**config.mk**
```make
export PLATFORM = sky130hd
export DESIGN_NAME = video_top
export DESIGN_NICKNAME = d
export VERILOG_FILES = /design/src/video_color_pkg.sv /design/src/video_timing_pkg.sv /design/src/video_if.sv /design/src/color_lut.sv /design/src/video_blend.sv /design/src/video_timing.sv /design/src/video_top.sv
export VERILOG_INCLUDE_DIRS = /design/src
export SDC_FILE = /design/constraint.sdc
export NUM_CORES = 1
export LEC_CHECK = 0
export BUFFER_PORTS_ARGS = -buffer_cell sky130_fd_sc_hd__buf_2
export CAP_MARGIN = 20
export CORE_UTILIZATION = 55
export DETAILED_ROUTE_END_ITERATION = 10
export PLACE_DENSITY = 0.82
export SLEW_MARGIN = 30
export SYNTH_ARGS = -nofsm -noshare
export SYNTH_HDL_FRONTEND = slang
export SYNTH_SLANG_ARGS = --single-unit
```
**constraint.sdc**
```tcl
create_clock -name clk -period 6.7 [get_ports clk]
set_clock_uncertainty 0.1 [all_clocks]
set_input_delay 0.335 -clock clk [delete_from_list [all_inputs] [get_ports clk]]
set_output_delay 0.335 -clock clk [all_outputs]
set_load 0.05 [all_outputs]
```
**src/video_params.svh**
```systemverilog
`ifndef VIDEO_PARAMS_SVH
`define VIDEO_PARAMS_SVH

// horizontal geometry in pixel clocks
`define VID_H_ACTIVE 16
`define VID_H_FRONT 2
`define VID_H_SYNC 3
`define VID_H_BACK 3
`define VID_H_TOTAL (`VID_H_ACTIVE + `VID_H_FRONT + `VID_H_SYNC + `VID_H_BACK)

// vertical geometry in lines
`define VID_V_ACTIVE 4
`define VID_V_FRONT 1
`define VID_V_SYNC 2
`define VID_V_BACK 1
`define VID_V_TOTAL (`VID_V_ACTIVE + `VID_V_FRONT + `VID_V_SYNC + `VID_V_BACK)

// color table
`define VID_LUT_DEPTH 16
`define VID_IDX_W 4

`endif

```
**src/video_color_pkg.sv**
```systemverilog
`default_nettype none

package video_color_pkg;

    // 12-bit output pixel, 4 bits per channel
    typedef struct packed {
        logic [3:0] r;
        logic [3:0] g;
        logic [3:0] b;
    } rgb_t;

    // how playfield A asks for A and B to be combined
    typedef enum logic [1:0] {
        BLEND_ALPHA  = 2'b00,   // B weighted over A
        BLEND_WRAP   = 2'b01,   // sum, modulo 16
        BLEND_CLAMP  = 2'b10,   // sum, saturating
        BLEND_A_ONLY = 2'b11    // A on top, B ignored
    } blend_mode_e;

    typedef struct packed {
        blend_mode_e mode;      // top two bits of A's nibble
        logic [1:0]  rsvd;
    } alpha_mode_t;

    typedef struct packed {
        logic [1:0] weight;     // 0 = all A .. 3 = all B
        logic [1:0] rsvd;
    } alpha_weight_t;

    // same nibble, read as a mode on A and as a weight on B
    typedef union packed {
        alpha_mode_t   m;
        alpha_weight_t w;
    } alpha_u;

    // color table entry
    typedef struct packed {
        alpha_u alpha;
        rgb_t   rgb;
    } argb_t;

endpackage

`default_nettype wire

```
**src/video_timing_pkg.sv**
```systemverilog
`default_nettype none

package video_timing_pkg;

    // wide enough for the line and frame totals
    typedef logic [7:0] h_count_t;
    typedef logic [5:0] v_count_t;

    // segments of one scan line, in order
    typedef enum logic [1:0] {
        PHASE_ACTIVE = 2'd0,    // visible pixels
        PHASE_FRONT  = 2'd1,    // front porch
        PHASE_SYNC   = 2'd2,    // hsync pulse
        PHASE_BACK   = 2'd3     // back porch
    } line_phase_e;

endpackage

`default_nettype wire

```
**src/video_if.sv**
```systemverilog
`default_nettype none
`timescale 1ns/100ps

`include "video_params.svh"

// raster timing from the generator to the pixel path
interface video_timing_if;
    logic                          hsync;
    logic                          vsync;
    logic                          de;
    video_timing_pkg::line_phase_e phase;      // one clock ahead of the levels
    video_timing_pkg::h_count_t    h_count;    // same cycle as phase

    modport source (
        output hsync, vsync, de, phase, h_count
    );

    modport sink (
        input hsync, vsync, de
    );
endinterface

// color table write port, one-cycle strobe
interface lut_wr_if;
    logic                   we;     // write on this rising edge
    logic                   bank;   // 0 = playfield A, 1 = playfield B
    logic [`VID_IDX_W-1:0]  addr;
    video_color_pkg::argb_t data;

    modport host (
        output we, bank, addr, data
    );

    // table side of the port
    modport tbl (
        input we, bank, addr, data
    );
endinterface

`default_nettype wire

```
**src/color_lut.sv**
```systemverilog
`default_nettype none
`timescale 1ns/100ps

`include "video_params.svh"

module color_lut (
    input  logic                   clk,
    lut_wr_if.tbl                  wr_i,
    input  logic [`VID_IDX_W-1:0]  idx_a_i,
    input  logic [`VID_IDX_W-1:0]  idx_b_i,
    output video_color_pkg::argb_t argb_a_o,
    output video_color_pkg::argb_t argb_b_o
);
    // bank 0 serves playfield A, bank 1 playfield B
    video_color_pkg::argb_t mem [2][`VID_LUT_DEPTH];
    logic [`VID_IDX_W-1:0]  rd_idx [2];
    video_color_pkg::argb_t rd_q   [2];

    assign rd_idx[0] = idx_a_i;
    assign rd_idx[1] = idx_b_i;

    always_ff @(posedge clk) begin
        for (int bank = 0; bank < 2; bank++) begin
            // nonblocking, so a same-cycle read still sees the old word
            if (wr_i.we && (wr_i.bank == bank[0])) begin
                mem[bank][wr_i.addr] <= wr_i.data;
            end
            rd_q[bank] <= mem[bank][rd_idx[bank]];  // one clock read latency
        end
    end

    assign argb_a_o = rd_q[0];
    assign argb_b_o = rd_q[1];

endmodule

`default_nettype wire

```
**src/video_blend.sv**
```systemverilog
`default_nettype none
`timescale 1ns/100ps

module video_blend (
    input  logic                   clk,
    input  logic                   rst_n_i,
    video_timing_if.sink           tim_i,
    input  video_color_pkg::argb_t color_a_i,
    input  video_color_pkg::argb_t color_b_i,
    output video_color_pkg::rgb_t  rgb_o,
    output logic                   hsync_o,
    output logic                   vsync_o,
    output logic                   de_o
);
    // one channel of the blend, a is the bottom layer and b sits over it
    function automatic logic [3:0] blend_chan(
        input logic [3:0]                   a,
        input logic [3:0]                   b,
        input video_color_pkg::blend_mode_e mode,
        input logic [1:0]                   weight
    );
        logic [5:0] sum_75;     // 3a + b
        logic [4:0] sum_ab;     // a + b with carry
        logic [3:0] res;
        sum_75 = {2'b00, a} + {1'b0, a, 1'b0} + {2'b00, b};
        sum_ab = {1'b0, a} + {1'b0, b};
        unique case (mode)
            video_color_pkg::BLEND_ALPHA: begin
                unique case (weight)
                    2'd0:    res = a;
                    2'd1:    res = sum_75[5:2];     // 75% a, 25% b
                    2'd2:    res = sum_ab[4:1];     // half and half
                    default: res = b;
                endcase
            end
            video_color_pkg::BLEND_WRAP:  res = sum_ab[3:0];
            // saturates only when both msbs are set and wraps on any other carry
            video_color_pkg::BLEND_CLAMP: res = (a[3] && b[3]) ? 4'hf : sum_ab[3:0];
            default:                      res = a;
        endcase
        return res;
    endfunction

    video_color_pkg::blend_mode_e mode;
    logic [1:0]                   weight;
    video_color_pkg::rgb_t        blend_rgb;
    logic                         hsync_1;      // syncs delayed to match table read
    logic                         vsync_1;
    logic                         de_1;

    assign mode   = color_a_i.alpha.m.mode;      // A's nibble is a mode
    assign weight = color_b_i.alpha.w.weight;    // B's nibble is a weight

    always_comb begin
        blend_rgb.r = blend_chan(color_a_i.rgb.r, color_b_i.rgb.r, mode, weight);
        blend_rgb.g = blend_chan(color_a_i.rgb.g, color_b_i.rgb.g, mode, weight);
        blend_rgb.b = blend_chan(color_a_i.rgb.b, color_b_i.rgb.b, mode, weight);
    end

    always_ff @(posedge clk or negedge rst_n_i) begin
        if (!rst_n_i) begin
            hsync_1 <= 1'b0;
            vsync_1 <= 1'b0;
            de_1    <= 1'b0;
            hsync_o <= 1'b0;
            vsync_o <= 1'b0;
            de_o    <= 1'b0;
            rgb_o   <= '0;
        end else begin
            // stage 1, table lookup in flight
            hsync_1 <= tim_i.hsync;
            vsync_1 <= tim_i.vsync;
            de_1    <= tim_i.de;
            // stage 2, pixel and syncs leave together
            hsync_o <= hsync_1;
            vsync_o <= vsync_1;
            de_o    <= de_1;
            rgb_o   <= de_1 ? blend_rgb : '0;       // black in blanking
        end
    end

endmodule

`default_nettype wire

```
**src/video_timing.sv**
```systemverilog
`default_nettype none
`timescale 1ns/100ps

`include "video_params.svh"

module video_timing (
    input  logic           clk,
    input  logic           rst_n_i,
    video_timing_if.source tim_o
);
    // last count of each line segment
    localparam video_timing_pkg::h_count_t H_ACT_END =
        video_timing_pkg::h_count_t'(`VID_H_ACTIVE - 1);
    localparam video_timing_pkg::h_count_t H_FRONT_END =
        video_timing_pkg::h_count_t'(`VID_H_ACTIVE + `VID_H_FRONT - 1);
    localparam video_timing_pkg::h_count_t H_SYNC_END =
        video_timing_pkg::h_count_t'(`VID_H_ACTIVE + `VID_H_FRONT + `VID_H_SYNC - 1);
    localparam video_timing_pkg::h_count_t H_LAST =
        video_timing_pkg::h_count_t'(`VID_H_TOTAL - 1);

    localparam video_timing_pkg::v_count_t V_ACT   = video_timing_pkg::v_count_t'(`VID_V_ACTIVE);
    localparam video_timing_pkg::v_count_t V_SYNC0 =
        video_timing_pkg::v_count_t'(`VID_V_ACTIVE + `VID_V_FRONT);
    localparam video_timing_pkg::v_count_t V_SYNC1 =
        video_timing_pkg::v_count_t'(`VID_V_ACTIVE + `VID_V_FRONT + `VID_V_SYNC);
    localparam video_timing_pkg::v_count_t V_LAST =
        video_timing_pkg::v_count_t'(`VID_V_TOTAL - 1);

    video_timing_pkg::h_count_t    h_cnt;
    video_timing_pkg::v_count_t    v_cnt;
    video_timing_pkg::line_phase_e phase;
    video_timing_pkg::line_phase_e phase_next;
    logic                          phase_last;     // h_cnt at end of current segment
    logic                          line_last;

    always_comb begin
        unique case (phase)
            video_timing_pkg::PHASE_ACTIVE: begin
                phase_last = (h_cnt == H_ACT_END);
                phase_next = video_timing_pkg::PHASE_FRONT;
            end
            video_timing_pkg::PHASE_FRONT: begin
                phase_last = (h_cnt == H_FRONT_END);
                phase_next = video_timing_pkg::PHASE_SYNC;
            end
            video_timing_pkg::PHASE_SYNC: begin
                phase_last = (h_cnt == H_SYNC_END);
                phase_next = video_timing_pkg::PHASE_BACK;
            end
            default: begin                              // back porch closes the line
                phase_last = (h_cnt == H_LAST);
                phase_next = video_timing_pkg::PHASE_ACTIVE;
            end
        endcase
    end

    assign line_last = phase_last && (phase == video_timing_pkg::PHASE_BACK);

    // counters and phase, levels decoded from them one clock later
    always_ff @(posedge clk or negedge rst_n_i) begin
        if (!rst_n_i) begin
            h_cnt       <= '0;
            v_cnt       <= '0;
            phase       <= video_timing_pkg::PHASE_ACTIVE;
            tim_o.hsync <= 1'b0;
            tim_o.vsync <= 1'b0;
            tim_o.de    <= 1'b0;
        end else begin
            h_cnt <= line_last ? '0 : h_cnt + 1'b1;
            if (phase_last) phase <= phase_next;
            if (line_last) v_cnt <= (v_cnt == V_LAST) ? '0 : v_cnt + 1'b1;

            tim_o.de    <= (phase == video_timing_pkg::PHASE_ACTIVE) && (v_cnt < V_ACT);
            tim_o.hsync <= (phase == video_timing_pkg::PHASE_SYNC);
            tim_o.vsync <= (v_cnt >= V_SYNC0) && (v_cnt < V_SYNC1);  // whole lines
        end
    end

    assign tim_o.phase   = phase;
    assign tim_o.h_count = h_cnt;

endmodule

`default_nettype wire

```
**src/video_top.sv**
```systemverilog
`default_nettype none
`timescale 1ns/100ps

`include "video_params.svh"

module video_top (
    input  logic                  clk,
    input  logic                  rst_n_i,
    // color table write port
    input  logic                  lut_we_i,
    input  logic                  lut_bank_i,
    input  logic [`VID_IDX_W-1:0] lut_addr_i,
    input  logic [15:0]           lut_data_i,
    // playfield indices, one per pixel clock
    input  logic [`VID_IDX_W-1:0] pf_a_idx_i,
    input  logic [`VID_IDX_W-1:0] pf_b_idx_i,
    // pixel out, two clocks behind the indices
    output logic [11:0]           rgb_o,
    output logic                  hsync_o,
    output logic                  vsync_o,
    output logic                  de_o
);
    video_timing_if u_tim_if ();
    lut_wr_if       u_wr_if ();

    video_color_pkg::argb_t argb_a;     // table read data, one clock after index
    video_color_pkg::argb_t argb_b;
    video_color_pkg::rgb_t  pix;

    // host side of the write port comes straight from the pins
    assign u_wr_if.we   = lut_we_i;
    assign u_wr_if.bank = lut_bank_i;
    assign u_wr_if.addr = lut_addr_i;
    assign u_wr_if.data = lut_data_i;

    video_timing u_timing (
        .clk     (clk),
        .rst_n_i (rst_n_i),
        .tim_o   (u_tim_if.source)
    );

    color_lut u_lut (
        .clk      (clk),
        .wr_i     (u_wr_if.tbl),
        .idx_a_i  (pf_a_idx_i),
        .idx_b_i  (pf_b_idx_i),
        .argb_a_o (argb_a),
        .argb_b_o (argb_b)
    );

    video_blend u_blend (
        .clk       (clk),
        .rst_n_i   (rst_n_i),
        .tim_i     (u_tim_if.sink),
        .color_a_i (argb_a),
        .color_b_i (argb_b),
        .rgb_o     (pix),
        .hsync_o   (hsync_o),
        .vsync_o   (vsync_o),
        .de_o      (de_o)
    );

    assign rgb_o = pix;     // r in [11:8], b in [3:0]

endmodule

`default_nettype wire
```
**Yosys cells after proc, flatten, opt, wreduce, memory -nomap -nowiden**

Memory sizes are Yosys's and may differ from the RTL's.
Index checks and enable logic that the tools add are counted.

- Register bits after elaboration: 37
- Memory bits (writable): 544
- Output and inout port bits: 15
- Logic and storage cells: 93
- Memories: 2

- Add/sub/neg operators: 11
- Magnitude comparators: 7
- Equality and inequality tests: 12
- Multiplexer cells: 29
- Bitwise operators: 4
- Reduce and logical (&&, ||, !) cells: 13

Memories:

| name | words | width | rd ports | clocked after memory_dff | wr ports | line | source |
|---|---|---|---|---|---|---|---|
| u_lut.mem | 2 | 256 | 2 | 0 | 1 | color_lut.sv:15 | `` video_color_pkg::argb_t mem [2][`VID_LUT_DEPTH]; `` |
| u_lut.rd_q | 2 | 16 | 2 | 0 | 2 | color_lut.sv:17 | `video_color_pkg::argb_t rd_q [2];` |

Operators with widths:

| cell | count |
|---|---|
| 256-bit 2-to-1 mux | 4 |
| 256-bit OR reduction | 1 |
| 16-bit binary-select mux with 4-bit select | 2 |
| 16-bit 2-to-1 mux | 5 |
| 4-bit one-hot mux with 3 select lines | 6 |
| 16-bit demux with 4-bit select | 1 |
| 8-bit by 5-bit equality test with 1-bit output (second input constant) | 3 |
| 4-bit by 5-bit adder with 6-bit output | 3 |
| 6-bit by 4-bit adder with 6-bit output | 3 |
| 4-bit by 4-bit adder with 5-bit output | 3 |
| 5-bit greater-or-equal comparator (second input constant) | 3 |
| 4-bit inverter with 5-bit output | 3 |
| 6-bit by 3-bit < comparator with 1-bit output (second input constant) | 2 |
| 12-bit 2-to-1 mux | 1 |
| 4-bit 2-to-1 mux | 3 |
| 1-bit logical AND | 9 |
| 8-bit by 1-bit adder with 8-bit output (second input constant) | 1 |
| 2-bit equality test (second input constant) | 4 |
| 8-bit by 4-bit equality test with 1-bit output (second input constant) | 1 |
| 8-bit 2-to-1 mux | 1 |
| 6-bit by 1-bit adder with 6-bit output (second input constant) | 1 |
| 2-bit by 1-bit equality test with 1-bit output (second input constant) | 3 |
| 6-bit by 3-bit equality test with 1-bit output (second input constant) | 1 |
| 6-bit by 3-bit greater-or-equal comparator with 1-bit output (second input constant) | 1 |
| other kinds (7) | 11 |

**Logic depth before layout (Yosys ltp)**

- Depth in word-level cells: 8
- Mapped depth: 8
- Mapped depth without buffers: 8

**By module**

Synthesis repeated with hierarchy kept, for this count alone.

- Cells, all modules: 1,153
- Area, all modules: 23,119.7 µm²

By module, submodules not included:

| module | instances | cells an instance | area each (µm²) | sequential area each (µm²) |
|---|---|---|---|---|
| color_lut | 1 | 871 | 20,130.6 | 16,015.4 |
| video_blend | 1 | 198 | 2,015.7 | 450.4 |
| video_timing | 1 | 84 | 973.4 | 475.5 |

**Worst setup path after synthesis**

No wires, ideal clock.

- Kind: register to register
- Start point: memory u_lut.rd_q[0][1] (netlist bit)
- End point: register u_blend.rgb_o[1] (netlist name)
- Arrival time: 2.324 ns
- Path slack: 4.157 ns
- Stages on the path, launching flop included: 9
- Cell sequence: dfxtp_1 fa_1 and2_1 fa_1 xor2_1 mux4_2 nand2_1 o21ai_0 and2_1

RTL lines:

| element | line |
|---|---|
| from (decl) | color_lut.sv:17 |

==> impl_metrics.yaml <==
outcome:
  status: "completed"
drt:
  via_count: 10300
  post-route-drc-count: 0
  wl_per_cell_um: 28.7
  postRouteWirelength_um: 45700
  drt_iter0_markers: 1248
  viasPerCell: 6.46
  firstDrtPassIters: 5
  ant_nets: 0
critical_path:
  critPathBufInv: 0
  crit_fanout: 6
  cp.arrival_ns: 3.11
  end_kind: "flip-flop"
  max_stage_delay_ns: 0.53
  crit_family: "adder cells"
  slowest_stage: "dfxtp_1"
  timing.rr.start: "u_lut.rd_q[0][1]$_DFF_P_"
  rr_endpoint: "u_blend.rgb_o[1]$_DFF_PN0_"
  reg2reg_depth: 8
  worstSetupStartpointType: "flip-flop"
  cp_cell_sequence: "fa_1, and2_1, fa_1, xor2_1, mux4_2, nand2_1, o21ai_0, and2_1"
  critical_path_class: "flip-flop to flip-flop"
  reg2reg_slack_ns: 3.95
  crit_required_ns: 7.06
clock_tree:
  cts_root_buf: "clkbuf_16"
  cts.path.max_buffers: 3
  cts_tree: "yes"
  clock_sinks: 513
  post_cts_buffers: 0
  post_cts_resized: 0
  clk_latency_ns: 0.59
  cts_hold_buf: 1
  clkSlewWorstSetupHoldPaths_ns: 0.06
  ctsHtreeMaxLevel: 2
  cts_buffers: 49
logic_synthesis:
  ys_seq_elements: 513
  synth_top_family_by_area: "multiplexers"
  netlist_instances: 1000
  yosysUniqueCellTypes: 46
  synth_xor_area_frac: 0.00976
  synth_enable_flop_cells: 448
  synth-compound-area-share: 0.0250
  synthSimpleGateAreaFrac: 0.0312
  syn_avg_cell_area_sq_um: 20.6
  yosysSeqAreaShare: 0.724
  synth_mux_area_frac: 0.162
  yosysTopAreaCell: "edfxtp_1"
  yosys-top-cells-count: "edfxtp_1, mux4_2, nor2_1, dfrtp_1, ha_1"
  synth-main-ff-cell: "edfxtp_1"
  yosysTopAreaCellShare: 0.652
  synthAdderAreaFrac: 0.0333
  post-synth-top-count-cell: "edfxtp_1"
  synthesis.area_sq_mm: 0.0206
  async_flop_share: 0.0721
  ys_warn_count: 0
  synth_nets: 1078
  synth_area_leaders: "edfxtp_1, mux4_2, dfrtp_1"
global_routing:
  grtUsageTotal: 0.250
  grt_max_degree: 57
  grt_pass1_wl_um: 68600
  grt_pass1_vias: 10700
  antenna_found_initial: 4
  grt-ovfl-total: 0
sta:
  hold_violations: 0
  max_freq_mhz: 363
  slew_headroom: 0.394
  fin_crit_ns: 2.75
  tightest_slew_ns: 0.906
  slew_viol_final: 0
  period_share: 0.411
  fin_setup_tns_ns: 0
  rsz0062_at_grt: "no"
  setup_viol: 0
placed_design:
  hpwlAfterDp_um: 25100
  place.gp.congestion: 0.821
  dpl.cell_count: 1503
  io_buffers: 44
die:
  row_count: 70
  ios: 47
  core_sq_mm: 0.0368
  die_x_um: 196
  die_height_um: 196
  dieArea_sq_mm: 0.0383
  start_util: 0.561
power_and_ir_drop:
  leakage_nw: 7.79
  ir_drop_mv: 0.174
  power-per-cell-area_mw_per_mm2: 292
job:
  cap_violations: 0
final_layout:
  syn_to_final_growth_pct: 11.5
  layout.cells.non_filler: 1590
  antenna_cells: 0
  drive_above_1_share: 0.266
  fin_nets: 1165
  fillers: 2373
hold_path:
  whs_path_depth: 1
  hp-class: "primary input to flip-flop"
  min_from: "lut_data_i[15]"
  min_to: "u_lut.mem[0][255]$_DFFE_PP_"
==> per-stage QoR <==
step | setup WS, ns | utilization | hold WS (ns) | cell area (sq um) | power (W)
3_5_place_dp | 3.93 | 0.585 | 0.236 | 21500 | 0.00419
4_1_cts | 3.92 | 0.626 | 0.138 | 23000 | 0.00677
3_3_place_gp | 3.89 | 0.584 | 0.233 | 21500 | 0.00416
6_report | 3.95 | 0.626 | 0.162 | 23000 | 0.00673
5_1_grt | 3.84 | 0.626 | 0.165 | 23000 | 0.00694
2_1_floorplan | 4.16 | - | -0.0606 | 20600 | 0.00401
==> report_power, final <==
group          switching [W]  leakage [nW]  internal [W]  total (W)
clock network        0.00115         0.725       0.00145    0.00260
registers          0.0000548          4.78       0.00353    0.00358
logic               0.000296          2.29      0.000248   0.000544
==> cells by family (layout without fill, tap and decap cells) <==
logic type | after synthesis | count (layout)
flip-flops | 513 | 513
adder cells (fa/ha/maj) | 46 | 46
multiplexers | 147 | 147
XOR/XNOR | 23 | 23
buffers and inverters | 57 | 179
AND/OR/NAND/NOR | 132 | 132
AO/OA/AOI/OAI | 82 | 82
==> sequential cells by signal (all words and copies together), names as in the netlist, 2 cells and up <==
| signal | flops |
|---|---|
| u_timing.tim_o.phase | 2 |
| u_lut.mem | 448 |
| u_timing.tim_o.h_count | 8 |
| u_lut.rd_q | 28 |
| u_timing.v_cnt | 6 |
| u_blend.rgb_o | 12 |
==> routing by layer <==
metal  wire length, um  vias up  global-route usage  part of all wire
met1             16900     5294               0.333              0.37
met4              1460        4              0.0966             0.032
met3              4230      103              0.0497             0.093
li1                  -     4269                   -                 -
met5                31        -                   0           0.00068
met2             23100      609               0.414              0.50
==> layout by cell type (no fill, tap or decap), drive strengths merged, types with 6 or more instances in the layout <==
cell	n
edfxtp	448
mux4	145
buf	80
clkbuf	68
nor2	52
dfrtp	37
ha	31
dfxtp	28
a21oi	26
o21ai	20
nand2	19
fa	15
xor2	13
inv	13
nor3	13
clkinv	12
nand3	10
xnor2	10
nor2b	7
nand2b	7
and3	6
a211oi	6
o22ai	6
==> worst register-to-register path, cell delays in order (launching register included) <==
cell,delay [ns]
dfxtp_1,0.53
fa_1,0.49
and2_1,0.16
fa_1,0.41
xor2_1,0.19
mux4_2,0.45
nand2_1,0.08
o21ai_0,0.07
and2_1,0.16
==> worst max-delay path by stage <==
stage                        startpoint                    endpoint  slack (ns)  cells past startpoint
2_1_floorplan  u_lut.rd_q[0][1]$_DFF_P_  u_blend.rgb_o[1]$_DFF_PN0_        4.16                      8
3_3_place_gp              pf_b_idx_i[0]   u_lut.rd_q[0][31]$_DFF_P_        3.89                      4
3_5_place_dp   u_lut.rd_q[0][1]$_DFF_P_  u_blend.rgb_o[1]$_DFF_PN0_        3.93                      8
4_1_cts        u_lut.rd_q[0][1]$_DFF_P_  u_blend.rgb_o[1]$_DFF_PN0_        3.92                      8
5_1_grt        u_lut.rd_q[0][1]$_DFF_P_  u_blend.rgb_o[1]$_DFF_PN0_        3.84                      8
6_report       u_lut.rd_q[0][1]$_DFF_P_  u_blend.rgb_o[1]$_DFF_PN0_        3.95                      8
==> final cells by class <==
cell class | count | area [sq um] | share of cell area
Clock inverter | 18 | 108 | 0.00468
Tap cell | 468 | 586 | 0.0254
Timing Repair Buffer | 81 | 513 | 0.0223
Clock buffer | 68 | 1390 | 0.0605
Inverter | 12 | 45.0 | 0.00196
Sequential cell | 513 | 14900 | 0.649
Multi-Input combinational cell | 430 | 5430 | 0.236
(Power assumes the default switching activity.)
